File: src/hdl/e31x_board_pkg.sv
//////////////////////////////
// Board status word and interrupt vector layout,
// plus synchronizer and pulse-stretch lengths for bus_clk logic
//////////////////////////////

package e31x_board_pkg;

  //////////////////////////////
  // Word types
  //////////////////////////////

  // Daughterboard status word read by software
  typedef logic [31:0] status_word_t;

  // Fabric to processor interrupt lines
  typedef logic [15:0] irq_vec_t;

  // Reference status, high to low:
  // PLL locked, 10 MHz present, PPS present, reference locked
  typedef logic [3:0] ref_status_t;

  //////////////////////////////
  // Status word fields
  //////////////////////////////

  // Reference status occupies bits 11:8
  localparam int STAT_REF_LSB     = 8;
  // RF PLL lock levels
  localparam int STAT_TX_LOCK_BIT = 7;
  localparam int STAT_RX_LOCK_BIT = 6;

  //////////////////////////////
  // Interrupt vector bits
  //////////////////////////////

  localparam int IRQ_PRESS_BIT    = 1;
  localparam int IRQ_RELEASE_BIT  = 2;
  // Power-management controller interrupt
  localparam int IRQ_PMU_BIT      = 3;

  //////////////////////////////
  // Timing
  //////////////////////////////

  // Flop depth for status and lock levels
  localparam int SYNC_STAGES      = 2;
  // Delay depth for the GPS pulse-per-second
  localparam int PPS_STAGES       = 3;
  // Button interrupt length in cycles
  localparam int STRETCH_LEN      = 8;

endpackage

File: src/hdl/e31x_frontend_pkg.sv
//////////////////////////////
// Field layout of a channel's front-end GPIO and LED words
//////////////////////////////

package e31x_frontend_pkg;

  //////////////////////////////
  // Word and field types
  //////////////////////////////

  // Per-channel front-end control word
  typedef logic [15:0] fe_gpio_t;

  // Filter bank selects
  typedef logic [2:0] bandsel3_t;
  typedef logic [1:0] bandsel2_t;

  // Per-channel LED word
  typedef logic [2:0] fe_led_t;

  //////////////////////////////
  // GPIO word fields
  //////////////////////////////

  // Band selects, widths from the types above
  localparam int FE_TX_BANDSEL_LSB  = 0;
  localparam int FE_RX_BANDSEL_LSB  = 3;
  localparam int FE_RXB_BANDSEL_LSB = 6;
  localparam int FE_RXC_BANDSEL_LSB = 8;

  // Transmit amplifier enables
  localparam int FE_TX_EN_A_BIT     = 10;
  localparam int FE_TX_EN_B_BIT     = 11;

  // Antenna switch controls
  localparam int FE_VCTXRX_V2_BIT   = 12;
  localparam int FE_VCTXRX_V1_BIT   = 13;
  localparam int FE_VCRX_V2_BIT     = 14;
  localparam int FE_VCRX_V1_BIT     = 15;

  //////////////////////////////
  // LED word bits
  //////////////////////////////

  localparam int LED_TXRX_RX_BIT    = 0;
  localparam int LED_TXRX_TX_BIT    = 1;
  localparam int LED_RX_RX_BIT      = 2;

endpackage

File: src/hdl/status_sync.sv
//////////////////////////////
// Brings reference status, PLL locks and GPS PPS into bus_clk
//////////////////////////////

`timescale 1ns/1ps

module status_sync
  import e31x_board_pkg::*;
(
  input  logic        bus_clk,
  input  logic        bus_rst,
  // Levels from other clock domains
  input  ref_status_t i_ref_status,
  input  logic        i_tx_pll_lock,
  input  logic        i_rx_pll_lock,
  input  logic        i_gps_pps,
  // Resynchronized levels
  output ref_status_t o_ref_status,
  output logic        o_tx_pll_lock,
  output logic        o_rx_pll_lock,
  // PPS for the processor GPIO bit
  output logic        o_pps_gpio
);

  // Flop chains, index 0 samples the input
  ref_status_t            ref_sync [SYNC_STAGES];
  logic [SYNC_STAGES-1:0] tx_lock_sync;
  logic [SYNC_STAGES-1:0] rx_lock_sync;
  logic [PPS_STAGES-1:0]  pps_dly;

  always_ff @(posedge bus_clk) begin
    if (bus_rst) begin
      for (int i = 0; i < SYNC_STAGES; i++) begin
        ref_sync[i] <= '0;
      end
      tx_lock_sync <= '0;
      rx_lock_sync <= '0;
      pps_dly      <= '0;
    end else begin
      ref_sync[0] <= i_ref_status;
      for (int i = 1; i < SYNC_STAGES; i++) begin
        ref_sync[i] <= ref_sync[i-1];
      end
      tx_lock_sync <= {tx_lock_sync[SYNC_STAGES-2:0], i_tx_pll_lock};
      rx_lock_sync <= {rx_lock_sync[SYNC_STAGES-2:0], i_rx_pll_lock};
      // Extra stage on PPS so ntpd sees a clean edge
      pps_dly      <= {pps_dly[PPS_STAGES-2:0], i_gps_pps};
    end
  end

  assign o_ref_status  = ref_sync[SYNC_STAGES-1];
  assign o_tx_pll_lock = tx_lock_sync[SYNC_STAGES-1];
  assign o_rx_pll_lock = rx_lock_sync[SYNC_STAGES-1];
  assign o_pps_gpio    = pps_dly[PPS_STAGES-1];

  // PPS delay is exact once the chain has refilled after reset
  a_pps_delay : assert property (@(posedge bus_clk) disable iff (bus_rst)
    (!$past(bus_rst, 1) && !$past(bus_rst, 2) && !$past(bus_rst, PPS_STAGES))
    |-> (o_pps_gpio == $past(i_gps_pps, PPS_STAGES)));

endmodule

File: src/hdl/button_irq_gen.sv
//////////////////////////////
// Power switch press and release detection,
// each edge stretched into an interrupt pulse for the processor
//////////////////////////////

`timescale 1ns/1ps

module button_irq_gen
  import e31x_board_pkg::*;
(
  input  logic bus_clk,
  input  logic bus_rst,
  // Debounced switch, low while pressed
  input  logic i_onswitch_n,
  output logic o_press_irq,
  output logic o_release_irq
);

  // Two previous switch samples, [0] is the newest
  logic [1:0]             onswitch_hist;
  logic                   press_det;
  logic                   release_det;
  // Stretch shift registers
  logic [STRETCH_LEN-1:0] press_hist;
  logic [STRETCH_LEN-1:0] release_hist;

  always_ff @(posedge bus_clk) begin
    if (bus_rst) begin
      // Cleared low, so a released switch gives one release pulse
      onswitch_hist <= 2'b00;
    end else begin
      onswitch_hist <= {onswitch_hist[0], i_onswitch_n};
    end
  end

  // Edge needs two stable samples of the opposite level
  assign press_det   = ~i_onswitch_n & onswitch_hist[0] & onswitch_hist[1];
  assign release_det = i_onswitch_n & ~onswitch_hist[0] & ~onswitch_hist[1];

  // Stretch so the processor does not miss a short event
  always_ff @(posedge bus_clk) begin
    if (bus_rst) begin
      press_hist   <= '0;
      release_hist <= '0;
    end else begin
      press_hist   <= {press_hist[STRETCH_LEN-2:0], press_det};
      release_hist <= {release_hist[STRETCH_LEN-2:0], release_det};
    end
  end

  assign o_press_irq   = |press_hist;
  assign o_release_irq = |release_hist;

  //////////////////////////////
  // Checks
  //////////////////////////////

  // Pulse length held unless cut by reset
  a_press_len : assert property (@(posedge bus_clk) disable iff (bus_rst)
    ($fell(o_press_irq) && !$past(bus_rst)) |-> $past(o_press_irq, STRETCH_LEN));

  a_release_len : assert property (@(posedge bus_clk) disable iff (bus_rst)
    ($fell(o_release_irq) && !$past(bus_rst)) |-> $past(o_release_irq, STRETCH_LEN));

endmodule

File: src/hdl/frontend_pin_map.sv
//////////////////////////////
// Registers channel GPIO and LED words onto front-end pins,
// channel 1 onto the "1" pins and channel 0 onto the "2" pins
//////////////////////////////

`timescale 1ns/1ps

module frontend_pin_map
  import e31x_frontend_pkg::*;
(
  input  logic      bus_clk,
  input  logic      bus_rst,
  // Per-channel control words
  input  fe_gpio_t  i_ch0_gpio,
  input  fe_gpio_t  i_ch1_gpio,
  input  fe_led_t   i_ch0_leds,
  input  fe_led_t   i_ch1_leds,
  // "1" pins from channel 1
  output bandsel3_t o_rx1_bandsel,
  output bandsel2_t o_rx1b_bandsel,
  output bandsel2_t o_rx1c_bandsel,
  output logic      o_tx_enable1a,
  output logic      o_tx_enable1b,
  output logic      o_vctxrx1_v1,
  output logic      o_vctxrx1_v2,
  output logic      o_vcrx1_v1,
  output logic      o_vcrx1_v2,
  // "2" pins from channel 0
  output bandsel3_t o_rx2_bandsel,
  output bandsel2_t o_rx2b_bandsel,
  output bandsel2_t o_rx2c_bandsel,
  output logic      o_tx_enable2a,
  output logic      o_tx_enable2b,
  output logic      o_vctxrx2_v1,
  output logic      o_vctxrx2_v2,
  output logic      o_vcrx2_v1,
  output logic      o_vcrx2_v2,
  // Shared transmit filter select
  output bandsel3_t o_tx_bandsel,
  // LEDs
  output logic      o_led_txrx1_tx,
  output logic      o_led_txrx1_rx,
  output logic      o_led_rx1_rx,
  output logic      o_led_txrx2_tx,
  output logic      o_led_txrx2_rx,
  output logic      o_led_rx2_rx
);

  // Per-channel transmit selects before the OR
  bandsel3_t tx1_bandsel;
  bandsel3_t tx2_bandsel;

  assign tx1_bandsel = i_ch1_gpio[FE_TX_BANDSEL_LSB +: $bits(bandsel3_t)];
  assign tx2_bandsel = i_ch0_gpio[FE_TX_BANDSEL_LSB +: $bits(bandsel3_t)];

  always_ff @(posedge bus_clk) begin
    if (bus_rst) begin
      {o_rx1_bandsel, o_rx1b_bandsel, o_rx1c_bandsel} <= '0;
      {o_tx_enable1a, o_tx_enable1b} <= '0;
      {o_vctxrx1_v1, o_vctxrx1_v2, o_vcrx1_v1, o_vcrx1_v2} <= '0;
      {o_rx2_bandsel, o_rx2b_bandsel, o_rx2c_bandsel} <= '0;
      {o_tx_enable2a, o_tx_enable2b} <= '0;
      {o_vctxrx2_v1, o_vctxrx2_v2, o_vcrx2_v1, o_vcrx2_v2} <= '0;
      o_tx_bandsel <= '0;
      {o_led_txrx1_tx, o_led_txrx1_rx, o_led_rx1_rx} <= '0;
      {o_led_txrx2_tx, o_led_txrx2_rx, o_led_rx2_rx} <= '0;
    end else begin
      // Channel 1 to the "1" pins
      o_rx1_bandsel  <= i_ch1_gpio[FE_RX_BANDSEL_LSB +: $bits(bandsel3_t)];
      o_rx1b_bandsel <= i_ch1_gpio[FE_RXB_BANDSEL_LSB +: $bits(bandsel2_t)];
      o_rx1c_bandsel <= i_ch1_gpio[FE_RXC_BANDSEL_LSB +: $bits(bandsel2_t)];
      o_tx_enable1a  <= i_ch1_gpio[FE_TX_EN_A_BIT];
      o_tx_enable1b  <= i_ch1_gpio[FE_TX_EN_B_BIT];
      o_vctxrx1_v1   <= i_ch1_gpio[FE_VCTXRX_V1_BIT];
      o_vctxrx1_v2   <= i_ch1_gpio[FE_VCTXRX_V2_BIT];
      o_vcrx1_v1     <= i_ch1_gpio[FE_VCRX_V1_BIT];
      o_vcrx1_v2     <= i_ch1_gpio[FE_VCRX_V2_BIT];
      // Channel 0 to the "2" pins
      o_rx2_bandsel  <= i_ch0_gpio[FE_RX_BANDSEL_LSB +: $bits(bandsel3_t)];
      o_rx2b_bandsel <= i_ch0_gpio[FE_RXB_BANDSEL_LSB +: $bits(bandsel2_t)];
      o_rx2c_bandsel <= i_ch0_gpio[FE_RXC_BANDSEL_LSB +: $bits(bandsel2_t)];
      o_tx_enable2a  <= i_ch0_gpio[FE_TX_EN_A_BIT];
      o_tx_enable2b  <= i_ch0_gpio[FE_TX_EN_B_BIT];
      o_vctxrx2_v1   <= i_ch0_gpio[FE_VCTXRX_V1_BIT];
      o_vctxrx2_v2   <= i_ch0_gpio[FE_VCTXRX_V2_BIT];
      o_vcrx2_v1     <= i_ch0_gpio[FE_VCRX_V1_BIT];
      o_vcrx2_v2     <= i_ch0_gpio[FE_VCRX_V2_BIT];
      // Both channels tune together, so one select serves both
      o_tx_bandsel   <= tx1_bandsel | tx2_bandsel;
      // LEDs
      o_led_txrx1_tx <= i_ch1_leds[LED_TXRX_TX_BIT];
      o_led_txrx1_rx <= i_ch1_leds[LED_TXRX_RX_BIT];
      o_led_rx1_rx   <= i_ch1_leds[LED_RX_RX_BIT];
      o_led_txrx2_tx <= i_ch0_leds[LED_TXRX_TX_BIT];
      o_led_txrx2_rx <= i_ch0_leds[LED_TXRX_RX_BIT];
      o_led_rx2_rx   <= i_ch0_leds[LED_RX_RX_BIT];
    end
  end

endmodule

File: src/hdl/e31x_board_glue.sv
//////////////////////////////
// Board glue top in bus_clk, builds the status word and
// interrupt vector and drives the front-end pins
//////////////////////////////

`timescale 1ns/1ps

module e31x_board_glue
  import e31x_board_pkg::*;
  import e31x_frontend_pkg::*;
(
  input  logic         bus_clk,
  input  logic         bus_rst,
  // Status inputs
  input  ref_status_t  i_ref_status,
  input  logic         i_tx_pll_lock,
  input  logic         i_rx_pll_lock,
  input  logic         i_gps_pps,
  output logic         o_pps_gpio,
  output status_word_t o_dboard_status,
  // Interrupt sources
  input  logic         i_onswitch_n,
  input  logic         i_pmu_irq,
  output irq_vec_t     o_irq_f2p,
  // Front-end control words
  input  fe_gpio_t     i_ch0_gpio,
  input  fe_gpio_t     i_ch1_gpio,
  input  fe_led_t      i_ch0_leds,
  input  fe_led_t      i_ch1_leds,
  // Front-end pins
  output bandsel3_t    o_rx1_bandsel,
  output bandsel2_t    o_rx1b_bandsel,
  output bandsel2_t    o_rx1c_bandsel,
  output logic         o_tx_enable1a,
  output logic         o_tx_enable1b,
  output logic         o_vctxrx1_v1,
  output logic         o_vctxrx1_v2,
  output logic         o_vcrx1_v1,
  output logic         o_vcrx1_v2,
  output bandsel3_t    o_rx2_bandsel,
  output bandsel2_t    o_rx2b_bandsel,
  output bandsel2_t    o_rx2c_bandsel,
  output logic         o_tx_enable2a,
  output logic         o_tx_enable2b,
  output logic         o_vctxrx2_v1,
  output logic         o_vctxrx2_v2,
  output logic         o_vcrx2_v1,
  output logic         o_vcrx2_v2,
  output bandsel3_t    o_tx_bandsel,
  output logic         o_led_txrx1_tx,
  output logic         o_led_txrx1_rx,
  output logic         o_led_rx1_rx,
  output logic         o_led_txrx2_tx,
  output logic         o_led_txrx2_rx,
  output logic         o_led_rx2_rx
);

  ref_status_t ref_status_sync;
  logic        tx_lock_sync;
  logic        rx_lock_sync;
  logic        press_irq;
  logic        release_irq;

  status_sync u_status_sync (
    .bus_clk       (bus_clk),
    .bus_rst       (bus_rst),
    .i_ref_status  (i_ref_status),
    .i_tx_pll_lock (i_tx_pll_lock),
    .i_rx_pll_lock (i_rx_pll_lock),
    .i_gps_pps     (i_gps_pps),
    .o_ref_status  (ref_status_sync),
    .o_tx_pll_lock (tx_lock_sync),
    .o_rx_pll_lock (rx_lock_sync),
    .o_pps_gpio    (o_pps_gpio)
  );

  button_irq_gen u_button_irq_gen (
    .bus_clk       (bus_clk),
    .bus_rst       (bus_rst),
    .i_onswitch_n  (i_onswitch_n),
    .o_press_irq   (press_irq),
    .o_release_irq (release_irq)
  );

  frontend_pin_map u_frontend_pin_map (
    .bus_clk        (bus_clk),
    .bus_rst        (bus_rst),
    .i_ch0_gpio     (i_ch0_gpio),
    .i_ch1_gpio     (i_ch1_gpio),
    .i_ch0_leds     (i_ch0_leds),
    .i_ch1_leds     (i_ch1_leds),
    .o_rx1_bandsel  (o_rx1_bandsel),
    .o_rx1b_bandsel (o_rx1b_bandsel),
    .o_rx1c_bandsel (o_rx1c_bandsel),
    .o_tx_enable1a  (o_tx_enable1a),
    .o_tx_enable1b  (o_tx_enable1b),
    .o_vctxrx1_v1   (o_vctxrx1_v1),
    .o_vctxrx1_v2   (o_vctxrx1_v2),
    .o_vcrx1_v1     (o_vcrx1_v1),
    .o_vcrx1_v2     (o_vcrx1_v2),
    .o_rx2_bandsel  (o_rx2_bandsel),
    .o_rx2b_bandsel (o_rx2b_bandsel),
    .o_rx2c_bandsel (o_rx2c_bandsel),
    .o_tx_enable2a  (o_tx_enable2a),
    .o_tx_enable2b  (o_tx_enable2b),
    .o_vctxrx2_v1   (o_vctxrx2_v1),
    .o_vctxrx2_v2   (o_vctxrx2_v2),
    .o_vcrx2_v1     (o_vcrx2_v1),
    .o_vcrx2_v2     (o_vcrx2_v2),
    .o_tx_bandsel   (o_tx_bandsel),
    .o_led_txrx1_tx (o_led_txrx1_tx),
    .o_led_txrx1_rx (o_led_txrx1_rx),
    .o_led_rx1_rx   (o_led_rx1_rx),
    .o_led_txrx2_tx (o_led_txrx2_tx),
    .o_led_txrx2_rx (o_led_txrx2_rx),
    .o_led_rx2_rx   (o_led_rx2_rx)
  );

  //////////////////////////////
  // Status word and interrupts
  //////////////////////////////

  // Unused status bits read as zero
  always_comb begin
    o_dboard_status = '0;
    o_dboard_status[STAT_REF_LSB +: $bits(ref_status_t)] = ref_status_sync;
    o_dboard_status[STAT_TX_LOCK_BIT] = tx_lock_sync;
    o_dboard_status[STAT_RX_LOCK_BIT] = rx_lock_sync;
  end

  // PMU interrupt passes straight through
  always_comb begin
    o_irq_f2p = '0;
    o_irq_f2p[IRQ_PRESS_BIT]   = press_irq;
    o_irq_f2p[IRQ_RELEASE_BIT] = release_irq;
    o_irq_f2p[IRQ_PMU_BIT]     = i_pmu_irq;
  end

endmodule

File: config.mk
export PLATFORM = sky130hd
export DESIGN_NAME = e31x_board_glue
export DESIGN_NICKNAME = d
export VERILOG_FILES = /design/src/hdl/e31x_board_pkg.sv /design/src/hdl/e31x_frontend_pkg.sv /design/src/hdl/status_sync.sv /design/src/hdl/button_irq_gen.sv /design/src/hdl/frontend_pin_map.sv /design/src/hdl/e31x_board_glue.sv
export SDC_FILE = /design/constraint.sdc
export NUM_CORES = 1
export LEC_CHECK = 0
export BUFFER_PORTS_ARGS = -buffer_cell sky130_fd_sc_hd__buf_2
export CAP_MARGIN = 40
export CORE_ASPECT_RATIO = 0.6
export CORE_MARGIN = 4
export CORE_UTILIZATION = 38
export CTS_CLUSTER_DIAMETER = 200
export DETAILED_ROUTE_END_ITERATION = 10
export HOLD_SLACK_MARGIN = 0.05
export PLACE_DENSITY = 0.74
export SLEW_MARGIN = 20
export SYNTH_ARGS = -nofsm -noshare
export SYNTH_HDL_FRONTEND = slang
export SYNTH_SLANG_ARGS = --single-unit
File: constraint.sdc
create_clock -name bus_clk -period 0.9 [get_ports bus_clk]
set_input_delay 0.135 -clock bus_clk [delete_from_list [all_inputs] [get_ports bus_clk]]
set_output_delay 0.135 -clock bus_clk [all_outputs]
set_load 0.02 [all_outputs]
==> out/results.txt <==
Critical Path Source -> u_button_irq_gen.press_hist[7]
Post-Place Cells -> 358
Initial DRC count -> 47
Max-Cap Viols -> 0
Warnings, synthesis -> 0
Required time worst endpoint -> 0.76 ns
CP Buf/Inv Count -> 1
Cell row count -> 21
ANT cells -> 0
Synthesized area per cell -> 11.4 um2
Reg2Reg Setup Slack -> 0.08 ns
Critical Path AT -> 1.16 ns
Synth cell types -> 16
Final WL -> 4880 um
Family with the most delay on the worst path -> simple AND/OR/NAND/NOR gates
Crit path cell chain -> nor4_2, nand2_1, buf_6
CP max-delay cell -> dfxtp_1
Synth Cell Area -> 2290 um2
Worst path depth -> 3
Area growth, synth to finish -> 58.6%
Max Clk Rate -> 771 MHz
FF+latch count, synth -> 68
Synth top area share -> 0.595
Max-slew violations -> 0
Sequential share of the synthesized area -> 0.595
Peak supply drop -> 0.00110 V
Reg clk slew, reported paths -> 0.07 ns
Total global routing overflow -> 0
Vias/cell -> 3.76
Largest net degree at the start of global routing -> 32
Setup violations, final -> 16
Setup bufs post-CTS -> 0
Status -> complete, but fails checks
CTS tree -> built
Crit path largest cell delay -> 0.31 ns
Htree depth -> 3
Antenna-violating nets left -> 0
Root Buffer -> clkbuf_8
Failing checks -> setup timing
Critical Path Sink Type -> output port
Fin. Hold Viols -> 0
Vias in the first global route -> 1592
Final period util -> 1.44
Die footprint -> 7370 um2
Routability cong. -> 0.617
Post-synth top area cell -> dfxtp_1
Number of port buffers -> 91
Total CTS buffers -> 9
PnR worst setup slack -> -0.396 ns
Drt drc -> 0
GR Util All Layers -> 0.130
Vias -> 1580
HP Class -> in2reg
TritonRoute pass-1 iters -> 4
Final net count -> 384
RSZ-0062 raised after global routing -> yes
Initial core utilization -> 0.401
Die width -> 108 um
Nature of the critical path startpoint -> register
CP max FO -> 1
Initial antenna violation count -> 0
Leak pwr -> 1.67 nW
First-pass GRT wire length -> 7200 um
DP HPWL -> 2830 um
WS Path Type -> reg2out
Num Clock Sinks -> 68
Final instance count without filler cells -> 420
Reg2reg end -> u_button_irq_gen.press_hist[0]
# IOs -> 133
Worst Reg-to-Reg Cells -> 2
Share of post-route cells with drive strength above 1 -> 0.509
Final setup skew -> 0.00338 ns
Crit path time final -> 1.30 ns
Fillers -> 427
Clock Path Buffers -> 2
Mapped Cells -> 201
Reg2reg start -> u_button_irq_gen.onswitch_hist[0]
Wire length per cell -> 11.6 um
Pwr/cell area -> 1780 nW/um2
Die H -> 68.1 um
Worst-Skew Late Latency -> 0.32 ns
Top cells by area, synth -> dfxtp_1 59%, buf_4 16%, nor2b_1 12%
Critical Path Sink -> o_irq_f2p[1]
Setup TNS -> -0.842 ns
Core area -> 5700 um2
-- metal layers --
layer	GRT usage	wire length, um	vias to the layer above
li1	-	-	793
met1	0.136	1890	707
met2	0.229	2460	71
met3	0.0622	454	9
met4	0.0567	67	0
met5	0	0	-
-- cell usage in the layout, fill, tap and decap left out, types with 2 or more instances in the layout --
master         netlist  routed
nor2_1               6       6
dlygate4sd3_1        0      46
nand2_1              2       2
clkbuf_1             0       2
nor2b_2             16      16
clkbuf_8             0       9
nor2b_1             45      45
nor4_2               0       2
dfxtp_2              0      43
dfxtp_1             68      25
clkinv_2             0       3
buf_12               0       2
buf_2                3      47
conb_1               1      39
buf_6                1      44
-- repair_timing --
action | in CTS | in global routing
gates resized for setup | 130 | 5
endpoints found under the hold margin | 43 | 0
pin swaps | 2 | 1
setup endpoints to repair | 44 | 44
hold buffers | 46 | 0
-- synthesized netlist by cell type --
| library cell | n |
|---|---|
| and2b_2 | 1 |
| and3b_2 | 1 |
| buf_2 | 3 |
| buf_4 | 48 |
| buf_6 | 1 |
| clkbuf_2 | 1 |
| clkbuf_4 | 2 |
| conb_1 | 1 |
| dfxtp_1 | 68 |
| nand2_1 | 2 |
| nor2_1 | 6 |
| nor2b_1 | 45 |
| nor2b_2 | 16 |
| nor2b_4 | 1 |
| nor3b_1 | 1 |
| nor4_1 | 4 |
-- worst register-to-register path, cell delays in order (launching register included) --
cell,delay (ns)
dfxtp_1,0.31
and2b_2,0.19
and3b_2,0.22
-- how the worst min path moves through the flow --
stage,startpoint,endpoint,slack (ns),depth (start not counted)
2_1_floorplan,i_ch1_gpio[0],u_frontend_pin_map.o_tx_bandsel[0],0.25,2
3_3_place_gp,i_pmu_irq,o_irq_f2p[3],0.27,0
3_5_place_dp,i_pmu_irq,o_irq_f2p[3],0.27,0
4_1_cts,bus_rst,u_button_irq_gen.onswitch_hist[0],0.12,3
5_1_grt,bus_rst,u_frontend_pin_map.o_tx_bandsel[0],0.13,3
6_report,bus_rst,u_button_irq_gen.onswitch_hist[0],0.14,3
-- state kept, by name, indices dropped and copies added (netlist names), 3 cells and up --
register                          cells
u_button_irq_gen.press_hist           8
u_button_irq_gen.release_hist         8
u_frontend_pin_map.o_rx1_bandsel      3
u_frontend_pin_map.o_rx2_bandsel      3
u_frontend_pin_map.o_tx_bandsel       3
u_status_sync.pps_dly                 3
u_status_sync.ref_sync                8
-- power breakdown --
part | internal, W | switching (W)
sequential | 0.00316 | 0.0000566
clock | 0.00127 | 0.00104
combinational | 0.000487 | 0.000455
-- final cells by class --
cell class	instances	area, um2	area share
multi-input cells	116	691	0.190
well taps	80	100	0.0276
clock inverters	5	52.6	0.0145
flip-flops and latches	68	1420	0.390
clock buffers	11	131	0.0362
repair buffers	140	1240	0.341
-- through the flow --
step                instance area (um2)  power, W  hold slack, ns  utilization  setup WS [ns]
floorplan                          2430   0.00382           0.251            -        0.00784
global placement                   2630   0.00387           0.270        0.461        -0.0811
detailed placement                 2630   0.00388           0.270        0.461         -0.101
CTS                                3610   0.00651           0.124        0.632         -0.417
global route                       3630   0.00674           0.132        0.636         -0.515
finish                             3630   0.00647           0.143        0.636         -0.396
-- cell families after synthesis --
| logic type | Yosys count | share of synthesized area |
|---|---|---|
| buffers and inverters | 55 | 0.178 |
| other | 1 | 0.00164 |
| AND/OR/NAND/NOR | 77 | 0.226 |
| flip-flops | 68 | 0.595 |
Power figures use the tool's default switching activity.
